==> config.mk <==
export PLATFORM = sky130hd
export DESIGN_NAME = safe_domain
export DESIGN_NICKNAME = d
export VERILOG_FILES = /design/src/rtl/pad_pkg.sv /design/src/rtl/safe_ctrl_pkg.sv /design/src/rtl/safe_clk_div.sv /design/src/rtl/safe_domain.sv /design/src/rtl/safe_pad_mux.sv /design/src/rtl/safe_rst_seq.sv
export VERILOG_INCLUDE_DIRS = /design/src /design/src/rtl
export SDC_FILE = /design/constraint.sdc
export NUM_CORES = 1
export LEC_CHECK = 0
export BUFFER_PORTS_ARGS = -buffer_cell sky130_fd_sc_hd__buf_2
export CAP_MARGIN = 20
export CORE_ASPECT_RATIO = 1.2
export CORE_MARGIN = 4
export CORE_UTILIZATION = 38
export DETAILED_ROUTE_END_ITERATION = 12
export GPL_TIMING_DRIVEN = 0
export PLACE_DENSITY = 0.81
export SETUP_SLACK_MARGIN = 0.02
export SYNTH_ARGS = -nofsm -noshare
export SYNTH_HDL_FRONTEND = slang
export SYNTH_SLANG_ARGS = --single-unit
==> constraint.sdc <==
create_clock -name ref_clk_i -period 1.6 [get_ports ref_clk_i]
set_clock_uncertainty 0.1 [all_clocks]
set_input_delay 0 -clock ref_clk_i [delete_from_list [all_inputs] [get_ports ref_clk_i]]
set_output_delay 0 -clock ref_clk_i [all_outputs]
set_load 0.02 [all_outputs]
==> src/rtl/safe_defs.svh <==
`ifndef SAFE_DEFS_SVH
`define SAFE_DEFS_SVH

// ************************************************************
// pad ring dimensions
// ************************************************************

// pads handled by the safe domain
// every peripheral group (perio, apbio, fpgaio) has one bit per pad
`define N_IO 8

// mux select per pad
`define NBIT_PADMUX 2

// pad config word per pad
`define NBIT_PADCFG 4

// ************************************************************
// clocking and reset release
// ************************************************************

// ref cycles per slow clock period, keep even
`define SLOW_DIV 8

// slow clock rising edges to wait before soc reset release
`define SETTLE_TICKS 4

`endif

==> src/rtl/pad_pkg.sv <==
`default_nettype none

`include "safe_defs.svh"

package pad_pkg;

  // pad mux select, one per pad
  typedef enum logic [`NBIT_PADMUX-1:0] {
    SEL_PERIO  = 2'd0,
    SEL_APBIO  = 2'd1,
    SEL_FPGAIO = 2'd2,
    SEL_NONE   = 2'd3
  } pad_sel_e;

  // drive of one peripheral group, also used for the pad drive itself
  typedef struct packed {
    logic [`N_IO-1:0] out;
    logic [`N_IO-1:0] oe;
  } pad_bus_t;

  // config word while the pad drives
  // drive strength takes what slew and odrain leave
  typedef struct packed {
    logic [`NBIT_PADCFG-3:0] drive;
    logic                    slew;
    logic                    odrain;
  } pad_out_cfg_t;

  // config word while the pad receives
  typedef struct packed {
    logic pull_up;
    logic pull_dn;
    logic schmitt;
    logic keeper;
  } pad_in_cfg_t;

  // same word, decoded by pad direction
  typedef union packed {
    pad_out_cfg_t out_v;
    pad_in_cfg_t  in_v;
  } pad_cfg_u;

  // safe input state, pulled down and nothing else
  localparam pad_in_cfg_t PAD_SAFE_IN = '{pull_up: 1'b0, pull_dn: 1'b1,
                                         schmitt: 1'b0, keeper: 1'b0};
  localparam pad_cfg_u PAD_SAFE_CFG = pad_cfg_u'(PAD_SAFE_IN);

endpackage

`default_nettype wire

==> src/rtl/safe_ctrl_pkg.sv <==
`default_nettype none

package safe_ctrl_pkg;

  // soc reset sequencer
  typedef enum logic [1:0] {
    ST_HOLD   = 2'd0,
    ST_SETTLE = 2'd1,
    ST_RUN    = 2'd2
  } rst_state_e;

  // status from the clock divider, all in the ref clock domain
  typedef struct packed {
    // one ref cycle wide, in the cycle the slow clock rises
    logic slow_tick;
  } clk_stat_t;

endpackage

`default_nettype wire

==> src/rtl/safe_clk_div.sv <==
`timescale 1ns/1ns
`default_nettype none

`include "safe_defs.svh"

module safe_clk_div (
  input  logic                     ref_clk_i,
  input  logic                     rst_n_i,
  output logic                     slow_clk_o,
  output logic                     efpga_clk_o,
  output safe_ctrl_pkg::clk_stat_t stat_o
);

  localparam int HALF  = `SLOW_DIV / 2;
  localparam int CNT_W = $clog2(HALF + 1);

  logic [CNT_W-1:0] cnt_q;
  logic             wrap;
  // first half period after reset is held low
  logic             started_q;
  logic             slow_q;
  logic             efpga_q;
  logic             tick_q;

  // end of a half slow period
  assign wrap = (cnt_q == CNT_W'(HALF - 1));

  always_ff @(posedge ref_clk_i or negedge rst_n_i) begin
    if (!rst_n_i) begin
      cnt_q     <= '0;
      started_q <= 1'b0;
      slow_q    <= 1'b0;
      efpga_q   <= 1'b0;
      tick_q    <= 1'b0;
    end else begin
      // efpga clock is ref / 2
      efpga_q <= ~efpga_q;
      cnt_q   <= wrap ? '0 : cnt_q + 1'b1;
      if (wrap) begin
        started_q <= 1'b1;
      end
      if (wrap && started_q) begin
        slow_q <= ~slow_q;
      end
      // rising slow edge, lines up with slow_q going high
      tick_q <= wrap && started_q && !slow_q;
    end
  end

  assign slow_clk_o       = slow_q;
  assign efpga_clk_o      = efpga_q;
  assign stat_o.slow_tick = tick_q;

endmodule

`default_nettype wire

==> src/rtl/safe_domain.sv <==
`timescale 1ns/1ns
`default_nettype none

`include "safe_defs.svh"

module safe_domain (
  input  logic                          ref_clk_i,
  input  logic                          rst_n_i,
  output logic                          slow_clk_o,
  output logic                          efpga_clk_o,
  output logic                          rst_no,

  // ************************************************************
  // pad control
  // ************************************************************

  input  pad_pkg::pad_sel_e [`N_IO-1:0] pad_sel_i,
  input  pad_pkg::pad_cfg_u [`N_IO-1:0] pad_cfg_i,
  output pad_pkg::pad_cfg_u [`N_IO-1:0] pad_cfg_o,

  // pads
  input  logic              [`N_IO-1:0] io_in_i,
  output pad_pkg::pad_bus_t             pad_o,

  // ************************************************************
  // peripheral groups
  // ************************************************************

  input  pad_pkg::pad_bus_t             perio_i,
  output logic              [`N_IO-1:0] perio_in_o,
  input  pad_pkg::pad_bus_t             apbio_i,
  output logic              [`N_IO-1:0] apbio_in_o,
  input  pad_pkg::pad_bus_t             fpgaio_i,
  output logic              [`N_IO-1:0] fpgaio_in_o
);

  safe_ctrl_pkg::clk_stat_t clk_stat;
  // pads follow the mux only once the soc is out of reset
  logic                     pads_en;

  // slow and efpga clocks, slow edge tick
  safe_clk_div i_clk_div (
    .ref_clk_i  (ref_clk_i),
    .rst_n_i    (rst_n_i),
    .slow_clk_o (slow_clk_o),
    .efpga_clk_o(efpga_clk_o),
    .stat_o     (clk_stat)
  );

  // soc reset release after the slow clock has settled
  safe_rst_seq i_rst_seq (
    .ref_clk_i(ref_clk_i),
    .rst_n_i  (rst_n_i),
    .stat_i   (clk_stat),
    .rst_no   (rst_no),
    .pads_en_o(pads_en)
  );

  safe_pad_mux i_pad_mux (
    .ref_clk_i  (ref_clk_i),
    .rst_n_i    (rst_n_i),
    .pads_en_i  (pads_en),
    .pad_sel_i  (pad_sel_i),
    .pad_cfg_i  (pad_cfg_i),
    .pad_cfg_o  (pad_cfg_o),
    .perio_i    (perio_i),
    .apbio_i    (apbio_i),
    .fpgaio_i   (fpgaio_i),
    .perio_in_o (perio_in_o),
    .apbio_in_o (apbio_in_o),
    .fpgaio_in_o(fpgaio_in_o),
    .io_in_i    (io_in_i),
    .pad_o      (pad_o)
  );

endmodule

`default_nettype wire

==> src/rtl/safe_pad_mux.sv <==
`timescale 1ns/1ns
`default_nettype none

`include "safe_defs.svh"

module safe_pad_mux (
  input  logic                                ref_clk_i,
  input  logic                                rst_n_i,
  input  logic                                pads_en_i,
  input  pad_pkg::pad_sel_e [`N_IO-1:0]       pad_sel_i,
  input  pad_pkg::pad_cfg_u [`N_IO-1:0]       pad_cfg_i,
  output pad_pkg::pad_cfg_u [`N_IO-1:0]       pad_cfg_o,
  input  pad_pkg::pad_bus_t                   perio_i,
  input  pad_pkg::pad_bus_t                   apbio_i,
  input  pad_pkg::pad_bus_t                   fpgaio_i,
  output logic              [`N_IO-1:0]       perio_in_o,
  output logic              [`N_IO-1:0]       apbio_in_o,
  output logic              [`N_IO-1:0]       fpgaio_in_o,
  input  logic              [`N_IO-1:0]       io_in_i,
  output pad_pkg::pad_bus_t                   pad_o
);

  logic [`N_IO-1:0]     out_sel;
  logic [`N_IO-1:0]     oe_sel;
  pad_pkg::pad_bus_t    pad_q;
  pad_pkg::pad_in_cfg_t in_cfg;

  // ************************************************************
  // routing, drive out and input back per pad
  // ************************************************************

  always_comb begin
    out_sel     = '0;
    oe_sel      = '0;
    perio_in_o  = '0;
    apbio_in_o  = '0;
    fpgaio_in_o = '0;
    for (int k = 0; k < `N_IO; k++) begin
      case (pad_sel_i[k])
        pad_pkg::SEL_PERIO: begin
          out_sel[k]    = perio_i.out[k];
          oe_sel[k]     = perio_i.oe[k];
          perio_in_o[k] = io_in_i[k];
        end
        pad_pkg::SEL_APBIO: begin
          out_sel[k]    = apbio_i.out[k];
          oe_sel[k]     = apbio_i.oe[k];
          apbio_in_o[k] = io_in_i[k];
        end
        pad_pkg::SEL_FPGAIO: begin
          out_sel[k]     = fpgaio_i.out[k];
          oe_sel[k]      = fpgaio_i.oe[k];
          fpgaio_in_o[k] = io_in_i[k];
        end
        // unrouted pad, no drive and no input return
        default: begin
          out_sel[k] = 1'b0;
          oe_sel[k]  = 1'b0;
        end
      endcase
    end
  end

  // registered pad drive, held off until release
  always_ff @(posedge ref_clk_i or negedge rst_n_i) begin
    if (!rst_n_i) begin
      pad_q <= '0;
    end else begin
      pad_q.out <= pads_en_i ? out_sel : '0;
      pad_q.oe  <= pads_en_i ? oe_sel : '0;
    end
  end

  assign pad_o = pad_q;

  // ************************************************************
  // config word, decoded by pad direction
  // ************************************************************

  always_comb begin
    in_cfg    = '0;
    pad_cfg_o = '0;
    for (int k = 0; k < `N_IO; k++) begin
      in_cfg = pad_cfg_i[k].in_v;
      // both pulls set, pull down wins
      if (in_cfg.pull_dn) begin
        in_cfg.pull_up = 1'b0;
      end
      if (!pads_en_i || (pad_sel_i[k] == pad_pkg::SEL_NONE)) begin
        pad_cfg_o[k] = pad_pkg::PAD_SAFE_CFG;
      end else if (oe_sel[k]) begin
        // driving pad, output view as given
        pad_cfg_o[k].out_v = pad_cfg_i[k].out_v;
      end else begin
        pad_cfg_o[k].in_v = in_cfg;
      end
    end
  end

endmodule

`default_nettype wire

==> src/rtl/safe_rst_seq.sv <==
`timescale 1ns/1ns
`default_nettype none

`include "safe_defs.svh"

module safe_rst_seq (
  input  logic                     ref_clk_i,
  input  logic                     rst_n_i,
  input  safe_ctrl_pkg::clk_stat_t stat_i,
  output logic                     rst_no,
  output logic                     pads_en_o
);

  localparam int CNT_W = $clog2(`SETTLE_TICKS + 1);

  safe_ctrl_pkg::rst_state_e state_q;
  safe_ctrl_pkg::rst_state_e state_d;
  logic [CNT_W-1:0]          tick_cnt_q;
  logic [CNT_W-1:0]          tick_cnt_d;
  logic                      last_tick;
  logic                      run_q;

  // settle period ends on this slow edge
  assign last_tick = stat_i.slow_tick && (tick_cnt_q == CNT_W'(`SETTLE_TICKS - 1));

  // ************************************************************
  // next state
  // ************************************************************

  always_comb begin
    state_d    = state_q;
    tick_cnt_d = tick_cnt_q;
    case (state_q)
      safe_ctrl_pkg::ST_HOLD: begin
        tick_cnt_d = '0;
        state_d    = safe_ctrl_pkg::ST_SETTLE;
      end
      safe_ctrl_pkg::ST_SETTLE: begin
        if (last_tick) begin
          state_d = safe_ctrl_pkg::ST_RUN;
        end else if (stat_i.slow_tick) begin
          tick_cnt_d = tick_cnt_q + 1'b1;
        end
      end
      // stays here until the next rst_n_i
      safe_ctrl_pkg::ST_RUN: begin
        state_d = safe_ctrl_pkg::ST_RUN;
      end
      default: begin
        state_d = safe_ctrl_pkg::ST_HOLD;
      end
    endcase
  end

  always_ff @(posedge ref_clk_i or negedge rst_n_i) begin
    if (!rst_n_i) begin
      state_q    <= safe_ctrl_pkg::ST_HOLD;
      tick_cnt_q <= '0;
      run_q      <= 1'b0;
    end else begin
      state_q    <= state_d;
      tick_cnt_q <= tick_cnt_d;
      // high exactly while in ST_RUN
      run_q      <= (state_d == safe_ctrl_pkg::ST_RUN);
    end
  end

  // soc reset and pad enable release together
  assign rst_no    = run_q;
  assign pads_en_o = run_q;

endmodule

`default_nettype wire

==> impl_results.md, run 1 <==
- Run status: complete, no violations
- VDD IR max: 0.338 mV
- Max Cap Violations: 0
- Met3 Usage GRT: 5.97%
- Final TNS setup: 0 ns
- Average size of a mapped cell: 9.03 um2
- Crit share post-route: 92.4%
- CP max stage delay: 0.40 ns
- Clk Latency, worst-skew pair: 0.27 ns
- Pins Over Slew Limit: 0
- Global-route track usage on met1: 24.8%
- Ys async rst share: 100%
- Routed wire length: 7710 um
- Initial Util: 39.9%
- PortBufs: 172
- Max clock buf depth: 2
- Synth Register Bits: 29
- Die Y: 87.8 um
- Synthesized area: 2010 um2
- Clock-pin slew on the worst setup and hold paths: 0.06 ns
- DP Worst Slack: 0.0797 ns
- Remaining DRCs: 0
- Initial antenna violation count: 0
- Fin. Hold Viols: 0
- P&R area growth vs syn: 68.1%
- Sequential cell area fraction in the yosys report: 36.0%
- Number of I/O pins: 181
- Worst-path cell chain: buf_4 -> o2111ai_1 -> a31oi_1 -> buf_2
- Post-route ant nets: 0
- Met2 Use GR: 44.0%
- Crit-path slowest cell: dfrtp_2
- Share of cells above drive strength 1: 46.4%
- Post-synth cell types: 30
- Top FF cell, synth: dfrtp_1
- Synth top area share: 36.0%
- Core Box Area: 5040 um2
- Top-count cell post-synth: dfrtp_1
- Drt via density: 5.18
- CP Data Required Time: 1.50 ns
- RePlAce Congestion: 0.877
- Die W: 74.5 um
- CTS tree: done
- Slew HR: 58.6%
- PwrDens: 618 nW/um2
- Wire length of the first global-routing pass: 11900 um
- CP Data Arrival Time: 1.38 ns
- Critical setup path kind: reg2out
- Tmin final: 1.48 ns
- Hold WC Path Type: in2reg
- Setup violations, final: 0
- Largest net degree at the start of global routing: 30
- Fin nets: 544
- Area contributors post-synth: dfrtp_1 36%, mux2i_1 8.0%, and3_1 6.8%, nand3b_1 6.3%, nor3b_1 6.0%
- Clock buffer count from CTS: 5
- Final worst slack: 0.122 ns
- Commonest cells post-synth: 29 x dfrtp_1, 23 x nand2_1, 22 x and3_1
- Syn Nets: 332
- Crit path max fanout: 10
- Post-Synthesis Cells: 223
- Initial DRC Count: 65
- Crit start category: flip-flop
- H-tree depth: 2
- RSZ-0062 raised after global routing: false
- Die Area: 6540 um2
- Clock sink count: 29
- Detailed placement HPWL: 5800 um
- Fmax: 677 MHz
- Cell Rows: 28
- Clk Tree Root Cell: clkbuf_8
- Number of flops mapped to enable cells by yosys: 0
- Ant. Diodes: 0
- Warnings, synthesis: 0
- Synth area leader: dfrtp_1
- GRT busiest layer: met2
- GRT overflow: 0
- Setup crit end kind: output port
- Vias: 2565
- Slew @ Worst Pin: 0.621 ns
- DR pass1 iterations: 4
- Vias in the first global route: 2628
- Total global routing track utilization: 23.7%
- Wire per inst: 15.6 um
- Leakage: 1.86 nW
==> cells in the final DEF, fill, tap and decap left out <==
| cell | n |
|---|---|
| or2_2 | 1 |
| nand3b_1 | 17 |
| and3_1 | 22 |
| o2111ai_1 | 6 |
| dlygate4sd3_1 | 32 |
| inv_1 | 12 |
| clkbuf_4 | 1 |
| ha_1 | 3 |
| mux2i_1 | 16 |
| buf_4 | 3 |
| xnor2_1 | 1 |
| a21oi_1 | 8 |
| nor3b_1 | 16 |
| nand3_2 | 1 |
| buf_6 | 7 |
| buf_2 | 174 |
| clkbuf_2 | 1 |
| nor2_1 | 2 |
| o221ai_2 | 2 |
| o21ai_0 | 10 |
| a31oi_1 | 9 |
| o32ai_1 | 1 |
| nand2_1 | 23 |
| o221ai_1 | 1 |
| clkbuf_1 | 1 |
| o21ai_1 | 7 |
| nor2b_1 | 3 |
| dfrtp_1 | 28 |
| nor2b_4 | 1 |
| and2_1 | 7 |
| and2b_1 | 5 |
| and3_2 | 2 |
| dfrtp_2 | 1 |
| and2b_2 | 2 |
| nand4_1 | 3 |
| clkbuf_8 | 6 |
==> per-stage QoR <==
step | power [mW] | utilization (%) | cells | hold WS [ns] | area (um2)
final | 2.09 | 67.1 | 495 | 0.0111 | 3390
after global routing | 2.21 | 67.1 | 495 | 0.0201 | 3390
after CTS | 2.10 | 66.5 | 494 | 0.00406 | 3360
after detailed placement | 1.44 | 58.5 | 455 | -0.0456 | 2950
after global placement | 1.43 | 58.5 | 455 | -0.0396 | 2950
after floorplan | 1.14 | - | 223 | -0.396 | 2010
==> cells by family (layout without fill, tap and decap cells) <==
family | after synthesis | count (layout) | synth area share (%)
fa+ha+maj | 3 | 3 | 1.86
buf+inv | 25 | 237 | 7.83
mux | 16 | 16 | 7.95
flops | 29 | 29 | 36.0
xor+xnor | 1 | 1 | 0.435
compound gates | 44 | 44 | 13.4
simple gates | 105 | 105 | 32.5
==> critical path, delay by kind of cell, from the launching register on <==
family | cells | cell delay (ns)
buffers and inverters | 2 | 0.41
DFF | 1 | 0.40
AOI/OAI and AO/OA | 2 | 0.30
==> state kept, by name (all words and copies together) (netlist names) <==
register	count
i_pad_mux.pad_o	16
i_clk_div.cnt_q	3
i_rst_seq.tick_cnt_q	3
i_rst_seq.state_q	2
i_clk_div.efpga_clk_o	1
i_clk_div.slow_clk_o	1
i_clk_div.started_q	1
i_clk_div.stat_o	1
i_rst_seq.pads_en_o	1
==> metal layers <==
metal | up-vias | routed length (um)
li1 | 1229 | -
met1 | 1203 | 2730
met2 | 110 | 4260
met3 | 23 | 488
met4 | 0 | 230
met5 | - | 0
==> final cells by class <==
class / instances / area [um2]
sequential: 29 / 727
clock buffer: 7 / 86.3
inverter: 12 / 45.0
tap: 60 / 75.1
fill: 407 / 1660
multi-input combinational: 169 / 1150
timing repair buffer: 205 / 1190
buffer: 13 / 116
==> power by group <==
part | total (mW) | switching [mW] | leakage [nW] | internal (mW)
clock | 0.592 | 0.252 | 0.0443 | 0.340
sequential | 0.775 | 0.00737 | 0.335 | 0.768
combinational | 0.727 | 0.388 | 1.48 | 0.339
total | 2.09 | 0.648 | 1.86 | 1.45
==> repair_timing <==
| item | in CTS | in global routing |
|---|---|---|
| setup buffers | 0 | 1 |
| hold endpoints to repair | 43 | 0 |
| endpoints found under the setup margin | 0 | 17 |
| gates resized for setup | 0 | 7 |
| hold buffers | 32 | 0 |
==> worst paths after layout <==
kind | cells past startpoint | endpoint | from | slack (ns)
worst max-delay path | 4 | pad_cfg_o[11] | i_rst_seq.pads_en_o$_DFF_PN0_ | 0.12
worst min-delay path | 4 | i_pad_mux.pad_o[0]$_DFF_PN0_ | fpgaio_i[0] | 0.01
worst max register to register | 5 | i_rst_seq.tick_cnt_q[0]$_DFFE_PN0P_ | i_rst_seq.tick_cnt_q[0]$_DFFE_PN0P_ | 0.12
worst min register to register | 1 | i_clk_div.efpga_clk_o$_DFF_PN0_ | i_clk_div.efpga_clk_o$_DFF_PN0_ | 0.32
max in group asynchronous | 2 | i_rst_seq.pads_en_o$_DFF_PN0_ | rst_n_i | 0.78
min in group asynchronous | 2 | i_pad_mux.pad_o[13]$_DFF_PN0_ | rst_n_i | 0.17
Note: power is estimated with default switching activity, not from simulation.
==> inputs of run 2 (changes only) <==
--- a/config.mk
+++ b/config.mk
@@ -6,14 +6,13 @@
 export SDC_FILE = /design/constraint.sdc
 export NUM_CORES = 1
 export LEC_CHECK = 0
-export BUFFER_PORTS_ARGS = -buffer_cell sky130_fd_sc_hd__buf_2
 export CAP_MARGIN = 20
-export CORE_ASPECT_RATIO = 1.2
-export CORE_MARGIN = 4
-export CORE_UTILIZATION = 38
+export CORE_AREA = 4 4 69 71
+export CTS_CLUSTER_DIAMETER = 200
 export DETAILED_ROUTE_END_ITERATION = 12
+export DIE_AREA = 0 0 73 75
+export DONT_BUFFER_PORTS = 1
 export GPL_TIMING_DRIVEN = 0
-export PLACE_DENSITY = 0.81
 export SETUP_SLACK_MARGIN = 0.02
 export SYNTH_ARGS = -nofsm -noshare
 export SYNTH_HDL_FRONTEND = slang
==> run 2 against run 1 <==
Clock-buffer cell count decreased by 1. Global-route usage increased by 0.25 points. Sequential power increased by 7.4%. Register-to-register slack about the same. Critical path depth decreased by 1. Clock power decreased by 3%. Non-clock buffer count decreased by 156. Routed wire length decreased by 8.6%. Die area decreased by 16%. Flip-flop and latch count unchanged.
==> impl_results.md, run 2 (synthesis gave the netlist of run 1 again) <==
- Number of I/O pins: 181 (unchanged)
- Cell Rows: 24 (-14%)
- Post-route ant nets: 0 (unchanged)
- H-tree depth: 2 (unchanged)
- Die Area: 5480 um2 (-16%)
- Net switching fraction of the power: 32.0% (+1.1 points)
- Slew @ Worst Pin: 0.831 ns (+0.210 ns)
- Max Cap Violations: 0 (unchanged)
- PwrDens: 695 nW/um2 (+12%)
- Setup crit end kind: output port
- Critical setup path kind: reg2out
- Vias in the first global route: 2103 (-20%)
- Largest net degree at the start of global routing: 30 (unchanged)
- Final instance count without filler cells: 332 (-33%)
- Worst-path cell chain: buf_6 -> o2111ai_1 -> a31oi_2
- DR pass1 iterations: 4 (unchanged)
- Routed wire length: 7050 um (-8.6%)
- Slew HR: 44.5% (-14 points)
- Drt via density: 6.25 (+21%)
- Commonest non-fill, non-tap cell in the layout: dlygate4sd3_1
- RePlAce Congestion: 0.816 (-7.0%)
- Die Y: 75 um (-15%)
- Crit path max fanout: 10 (unchanged)
- Fin. Hold Viols: 0 (unchanged)
- Die W: 73 um (-2.0%)
- Fin nets: 388 (-29%)
- Initial Util: 47.6% (+7.6 points)
- Commonest non-fill, non-tap cells in the layout: 46 x dlygate4sd3_1, 28 x dfrtp_1, 23 x nand2_1
- Cell family with most CP delay: compound AO/OA/AOI/OAI gates
- Run status: complete, no violations
- Leakage: 1.22 nW (-34%)
- Final TNS setup: 0 ns (unchanged)
- Total global routing track utilization: 23.9% (+0.25 points)
- Vias: 2074 (-19%)
- Max clock buf depth: 2 (unchanged)
- Share of cells above drive strength 1: 14.3% (-32 points)
- Clock Power Share: 30.1% (+1.8 points)
- CP max stage delay: 0.47 ns (+0.07 ns)
- RSZ-0062 raised after global routing: false
- Fmax: 659 MHz (-2.7%)
- Clock sink count: 29 (unchanged)
- Hold WC Path Type: in2reg
- Clk Latency, worst-skew pair: 0.27 ns (about the same)
- Max reg flops: 16 (unchanged)
- Crit path depth: 3 (-1)
- Clock-pin slew on the worst setup and hold paths: 0.06 ns (about the same)
- Crit share post-route: 94.9% (+2.5 points)
- Seq pwr share: 43.7% (+6.7 points)
- CTS tree: done
- Placed insts: 275 (-40%)
- Crit path buffers/inverters: 1 (-1)
- Hold depth: 3 (-1)
- CP Data Arrival Time: 1.42 ns (+0.04 ns)
- Initial DRC Count: 136 (+110%)
- Remaining DRCs: 0 (unchanged)
- CP Data Required Time: 1.50 ns (about the same)
- Wire length of the first global-routing pass: 10100 um (-15%)
- Clock buffer count from CTS: 5 (unchanged)
- PortBufs: 0 (-100%)
- Wire per inst: 21.2 um (+36%)
- Initial antenna violation count: 0 (unchanged)
- Detailed placement HPWL: 4810 um (-17%)
- Crit start category: flip-flop
- Logic pwr share: 26.1% (-8.6 points)
- Crit-path slowest cell: dfrtp_2
- Pwr Total: 1.90 mW (-9.2%)
- P&R area growth vs syn: 35.8%
- Cells on worst reg2reg path: 5 (unchanged)
- Clk Tree Root Cell: clkbuf_8
- VDD IR max: 0.362 mV (+7.2%)
- P_sw: 0.609 mW (-5.9%)
- Tmin final: 1.52 ns (+0.0404 ns)
- GRT overflow: 0 (unchanged)
- Ant. Diodes: 0 (unchanged)
- Pins Over Slew Limit: 0 (unchanged)
- Core Box Area: 4230 um2 (-16%)
- Internal power: 1.29 mW (-11%)
- Setup violations, final: 0 (unchanged)
==> run 2: cell count changes in the layout (fill, tap and decap cells not counted) <==
cell	previous run	this run
a31oi_4	0	1
buf_2	174	2
o221ai_2	2	1
dlygate4sd3_1	32	46
a31oi_1	9	1
o221ai_1	1	2
buf_12	0	1
buf_6	7	8
clkinv_2	0	2
clkbuf_8	6	5
a31oi_2	0	7
==> run 2: tightest hold or removal path, cell delays in order <==
cell and delay, ns:
mux2i_1 0.08, o21ai_1 0.13, and2_1 0.12
==> run 2: timing repair <==
action	4_1_cts	5_1_grt
endpoints found under the setup margin	23	17
hold buffers	47	0
hold endpoints to repair	52	0
setup buffers	0	2
resized for setup	10	5
==> run 2: worst paths after layout <==
path	slack, ns	to	start
setup / recovery	0.08	pad_cfg_o[3]	i_rst_seq.pads_en_o$_DFF_PN0_
hold / removal	0.001	i_pad_mux.pad_o[3]$_DFF_PN0_	perio_i[3]
setup reg to reg	0.11	i_rst_seq.tick_cnt_q[1]$_DFFE_PN0P_	i_rst_seq.tick_cnt_q[0]$_DFFE_PN0P_
hold reg to reg	0.34	i_clk_div.cnt_q[0]$_DFF_PN0_	i_clk_div.cnt_q[0]$_DFF_PN0_
max in group asynchronous	1.15	i_rst_seq.pads_en_o$_DFF_PN0_	rst_n_i
min in group asynchronous	0.07	i_pad_mux.pad_o[13]$_DFF_PN0_	rst_n_i
==> run 2: cell type report <==
cell class	instances	area [um2]
Fill cell	353	1500
Timing Repair Buffer	49	495
Sequential cell	29	727
Clock buffer	6	72.6
Multi-Input combinational cell	169	1200
Clock inverter	2	10.0
Buffer	13	120
Inverter	12	45.0
Tap cell	52	65.1
==> run 2: power groups by stage <==
stage	clock (mW)	sequential, mW	combinational, mW
after floorplan	0	0.837	0.306
after global placement	0	0.846	0.335
after detailed placement	0	0.845	0.342
after CTS	0.589	0.832	0.487
after global routing	0.624	0.833	0.533
final	0.573	0.832	0.497
==> run 2: per-stage QoR <==
| step | setup slack [ns] | hold slack [ns] | cell area (um2) | utilization, % |
|---|---|---|---|---|
| final | 0.0815 | 0.00114 | 2740 | 64.6 |
| after global routing | 0.0275 | 0.00656 | 2740 | 64.6 |
| after CTS | 0.0254 | 0.00130 | 2700 | 63.7 |
| after detailed placement | 0.0723 | -0.395 | 2080 | 49.1 |
| after global placement | 0.122 | -0.395 | 2080 | 49.1 |
| after floorplan | 0.194 | -0.396 | 2010 | - |
==> run 2: layer usage <==
| layer | track usage (%) | wire, um | vias up |
|---|---|---|---|
| met2 | 42.9 | 3840 | 121 |
| li1 | - | - | 916 |
| met3 | 6.14 | 445 | 20 |
| met1 | 26.9 | 2560 | 1017 |
| met5 | 0 | 0 | - |
| met4 | 10.0 | 207 | 0 |
==> inputs of run 3 (changes only) <==
--- a/config.mk
+++ b/config.mk
@@ -7,13 +7,15 @@
 export NUM_CORES = 1
 export LEC_CHECK = 0
 export CAP_MARGIN = 20
-export CORE_AREA = 4 4 69 71
+export CORE_ASPECT_RATIO = 1.2
+export CORE_MARGIN = 4
+export CORE_UTILIZATION = 50
 export CTS_CLUSTER_DIAMETER = 200
 export DETAILED_ROUTE_END_ITERATION = 12
-export DIE_AREA = 0 0 73 75
 export DONT_BUFFER_PORTS = 1
 export GPL_TIMING_DRIVEN = 0
 export SETUP_SLACK_MARGIN = 0.02
 export SYNTH_ARGS = -nofsm -noshare
 export SYNTH_HDL_FRONTEND = slang
+export SYNTH_HIERARCHICAL = 1
 export SYNTH_SLANG_ARGS = --single-unit
==> run 3 against run 2 <==
Hold slack gained 0.00088 ns. Global-route usage increased by 5.7 points. Via count grew 3.3%. Register-to-register slack got worse by 0.099 ns. Critical endpoint is now i_rst_seq/tick_cnt_q[1]$_DFFE_PN0P_. Clock-buffer cell count rose by 1. Maximum frequency decreased by 4.5%. Utilization increased by 14 points. Highest routed layer unchanged. Routed wire length increased by 12%. Combinational power is 6.0% higher. Sequential power barely moved.
==> impl_results.md, run 3 <==
- Setup crit end kind: flip-flop
- Post-Synthesis Cells: 222 (-0.45%)
- Cells on worst reg2reg path: 5 (unchanged)
- Max Cap Violations: 0 (unchanged)
- Synthesized area: 2010 um2 (-0.37%)
- Remaining DRCs: 0 (unchanged)
- Die W: 65.8 um (-9.8%)
- PortBufs: 0 (unchanged)
- Crit start category: flip-flop
- Clock buffer count from CTS: 5 (unchanged)
- Crit-path slowest cell: dfrtp_1
- DP Worst Slack: -0.0292 ns (-0.101 ns)
- Die Area: 5100 um2 (-6.9%)
- Initial antenna violation count: 0 (unchanged)
- Warnings, synthesis: 6 (+6)
- Slew HR: 46.2% (+1.7 points)
- Max clock buf depth: 2 (unchanged)
- Clock-pin slew on the worst setup and hold paths: 0.06 ns (about the same)
- Area contributors post-synth: dfrtp_1 36%, mux2i_1 8.5%, and3_1 7.2%, nor3b_1 6.0%, nand2_1 5.0%
- Sequential cell area fraction in the yosys report: 36.2% (+0.13 points)
- Setup violations, final: 0 (unchanged)
- Pins Over Slew Limit: 0 (unchanged)
- Reg2reg start: i_rst_seq/tick_cnt_q[0]$_DFFE_PN0P_
- Final instance count without filler cells: 347 (+4.5%)
- RePlAce Congestion: 0.841 (+3.1%)
- Synth area leader: dfrtp_1
- Leakage: 1.33 nW (+9.2%)
- Share of cells above drive strength 1: 17.3% (+3.0 points)
- VDD IR max: 0.377 mV (+4.1%)
- GRT overflow: 0 (unchanged)
- Pwr Total: 2.02 mW (+6.3%)
- CP Data Required Time: 1.71 ns (+0.21 ns)
- Fin area: 2950 um2 (+7.6%)
- Slew @ Worst Pin: 0.806 ns (-0.0254 ns)
- Ys async rst share: 100% (unchanged)
- Post-route ant nets: 0 (unchanged)
- Placed inst area: 2070 um2 (-0.24%)
- Fin nets: 403 (+3.9%)
- Fin. Hold Viols: 0 (unchanged)
- Post-synth cell types: 33 (+10%)
- Core Box Area: 3750 um2 (-11%)
- Top FF cell, synth: dfrtp_1
- Worst hold slack: 0.00202 ns (+0.000884 ns)
- Synth Register Bits: 29 (unchanged)
- Clock sink count: 29 (unchanged)
- Hold path startpoint: pad_sel_i[9]
- Fmax: 629 MHz (-4.5%)
- Clk Tree Root Cell: clkbuf_8
- Wire length of the first global-routing pass: 11600 um (+15%)
- Total global routing track utilization: 29.7% (+5.7 points)
- Commonest cells post-synth: 29 x dfrtp_1, 27 x nand2_1, 23 x and3_1
- Clk Latency, worst-skew pair: 0.28 ns (about the same)
- P&R area growth vs syn: 46.8%
- Final worst slack: 0.0107 ns (-0.0708 ns)
- Number of flops mapped to enable cells by yosys: 0 (unchanged)
- Tmin final: 1.59 ns (+0.0708 ns)
- Crit share post-route: 99.3% (+4.4 points)
- Placed insts: 274 (-0.36%)
- Initial Util: 53.5% (+5.9 points)
- Average size of a mapped cell: 9.04 um2 (about the same)
- Max reg flops: 16 (unchanged)
- Largest net degree at the start of global routing: 30 (unchanged)
- Commonest non-fill, non-tap cell in the layout: dlygate4sd3_1
- Ant. Diodes: 0 (unchanged)
- RSZ-0062 raised after global routing: true
- FF-to-FF End: i_rst_seq/tick_cnt_q[1]$_DFFE_PN0P_
- Hold Path End: perio_in_o[4]
- Routed wire length: 7910 um (+12%)
- Hold depth: 1 (-2)
- Worst R2R Setup Slack: 0.01 ns (-0.10 ns)
- CP Data Arrival Time: 1.70 ns (+0.28 ns)
- Wire per inst: 22.8 um (+7.4%)
- Vias in the first global route: 2256 (+7.3%)
- H-tree depth: 2 (unchanged)
- Vias: 2143 (+3.3%)
- Commonest non-fill, non-tap cells in the layout: 59 x dlygate4sd3_1, 29 x dfrtp_1, 27 x nand2_1
- Cell Rows: 24 (unchanged)
- Hold WC Path Type: in2out
- Detailed placement HPWL: 5240 um (+9.0%)
- Crit path max fanout: 3 (-7)
- Syn Nets: 331 (-0.30%)
- Drt via density: 6.18 (-1.1%)
- Initial DRC Count: 137 (+0.74%)
- CTS tree: done
- Run status: complete, no violations
- Worst-path cell chain: ha_2 -> ha_4 -> nand2b_4 -> or3b_4 -> o22ai_2
- DR pass1 iterations: 4 (unchanged)
- Synth top area share: 36.2% (+0.13 points)
- Top-count cell post-synth: dfrtp_1
- CP max stage delay: 0.39 ns (-0.08 ns)
- PwrDens: 686 nW/um2 (-1.2%)
- Die Y: 77.4 um (+3.2%)
- Number of I/O pins: 181 (unchanged)
- Critical setup path kind: reg2reg
run 3: cell count changes in the layout (fill, tap and decap cells not counted), moves of 5 or more:
cell / before / now
nand3b_1: 17 / 12
buf_2: 2 / 8
and2_1: 7 / 2
o21ai_1: 7 / 2
buf_6: 8 / 3
dlygate4sd3_1: 46 / 59
run 3: layout make-up:
| cell class | count | area [um2] |
|---|---|---|
| Multi-Input combinational cell | 164 | 1230 |
| Clock inverter | 1 | 5.00 |
| Clock buffer | 7 | 96.3 |
| Fill cell | 251 | 808 |
| Tap cell | 52 | 65.1 |
| Timing Repair Buffer | 65 | 666 |
| Sequential cell | 29 | 726 |
| Inverter | 14 | 52.6 |
| Buffer | 15 | 109 |
run 3: metal layers:
metal  global-route usage (%)  routed length (um)  up-vias
li1                         -                   -      950
met3                     9.25                 654       18
met4                     16.0                 210        0
met2                     56.1                4480      131
met1                     27.1                2570     1044
met5                        0                   0        -
run 3: how the worst max path moves through the flow:
| stage | from | end | slack, ns |
|---|---|---|---|
| final | i_rst_seq/tick_cnt_q[0]$_DFFE_PN0P_ | i_rst_seq/tick_cnt_q[1]$_DFFE_PN0P_ | 0.01 |
| after global routing | i_rst_seq/tick_cnt_q[0]$_DFFE_PN0P_ | i_rst_seq/tick_cnt_q[1]$_DFFE_PN0P_ | -0.04 |
| after CTS | i_rst_seq/tick_cnt_q[0]$_DFFE_PN0P_ | i_rst_seq/tick_cnt_q[2]$_DFFE_PN0P_ | -0.001 |
| after detailed placement | i_rst_seq/tick_cnt_q[0]$_DFFE_PN0P_ | i_rst_seq/tick_cnt_q[1]$_DFFE_PN0P_ | -0.03 |
| after global placement | i_rst_seq/tick_cnt_q[0]$_DFFE_PN0P_ | i_rst_seq/tick_cnt_q[1]$_DFFE_PN0P_ | 0.003 |
| after floorplan | i_rst_seq/tick_cnt_q[0]$_DFFE_PN0P_ | i_rst_seq/tick_cnt_q[1]$_DFFE_PN0P_ | 0.03 |
run 3: timing repair:
item	in CTS	in global routing
pin swaps	1	1
hold endpoints to repair	52	0
cloned	0	1
setup buffers	3	1
endpoints found under the setup margin	11	10
resized for setup	10	7
hold buffers	60	0
run 3: logic make-up (layout without fill, tap and decap cells):
kind of cell	after synthesis	count (layout)	synth area share, %
buffers and inverters	29	102	7.67
flip-flops	29	29	36.2
multiplexers	17	17	8.48
AND/OR/NAND/NOR	96	96	28.9
XOR/XNOR	1	1	0.436
AO/OA/AOI/OAI	47	47	16.5
adder cells (fa/ha/maj)	3	3	1.87
run 3: metrics by stage:
stage	util, %	TNS [ns]
2_1_floorplan	-	0
3_3_place_gp	55.3	0
3_5_place_dp	55.3	-0.0803
4_1_cts	76.5	-0.00135
5_1_grt	78.5	-0.112
6_report	78.5	0
run 3: worst max-delay path, delay by kind of cell (launching register included):
| family | cells | cell delay (ns) |
|---|---|---|
| AO/OA/AOI/OAI | 1 | 0.14 |
| AND/OR/NAND/NOR | 2 | 0.52 |
| adder cells (fa/ha/maj) | 2 | 0.37 |
| flip-flops | 1 | 0.39 |
run 3: where the power goes:
part / total, mW / internal, mW / switching, mW
Clock: 0.662 / 0.388 / 0.274
Combinational: 0.527 / 0.235 / 0.292
Sequential: 0.832 / 0.768 / 0.0636
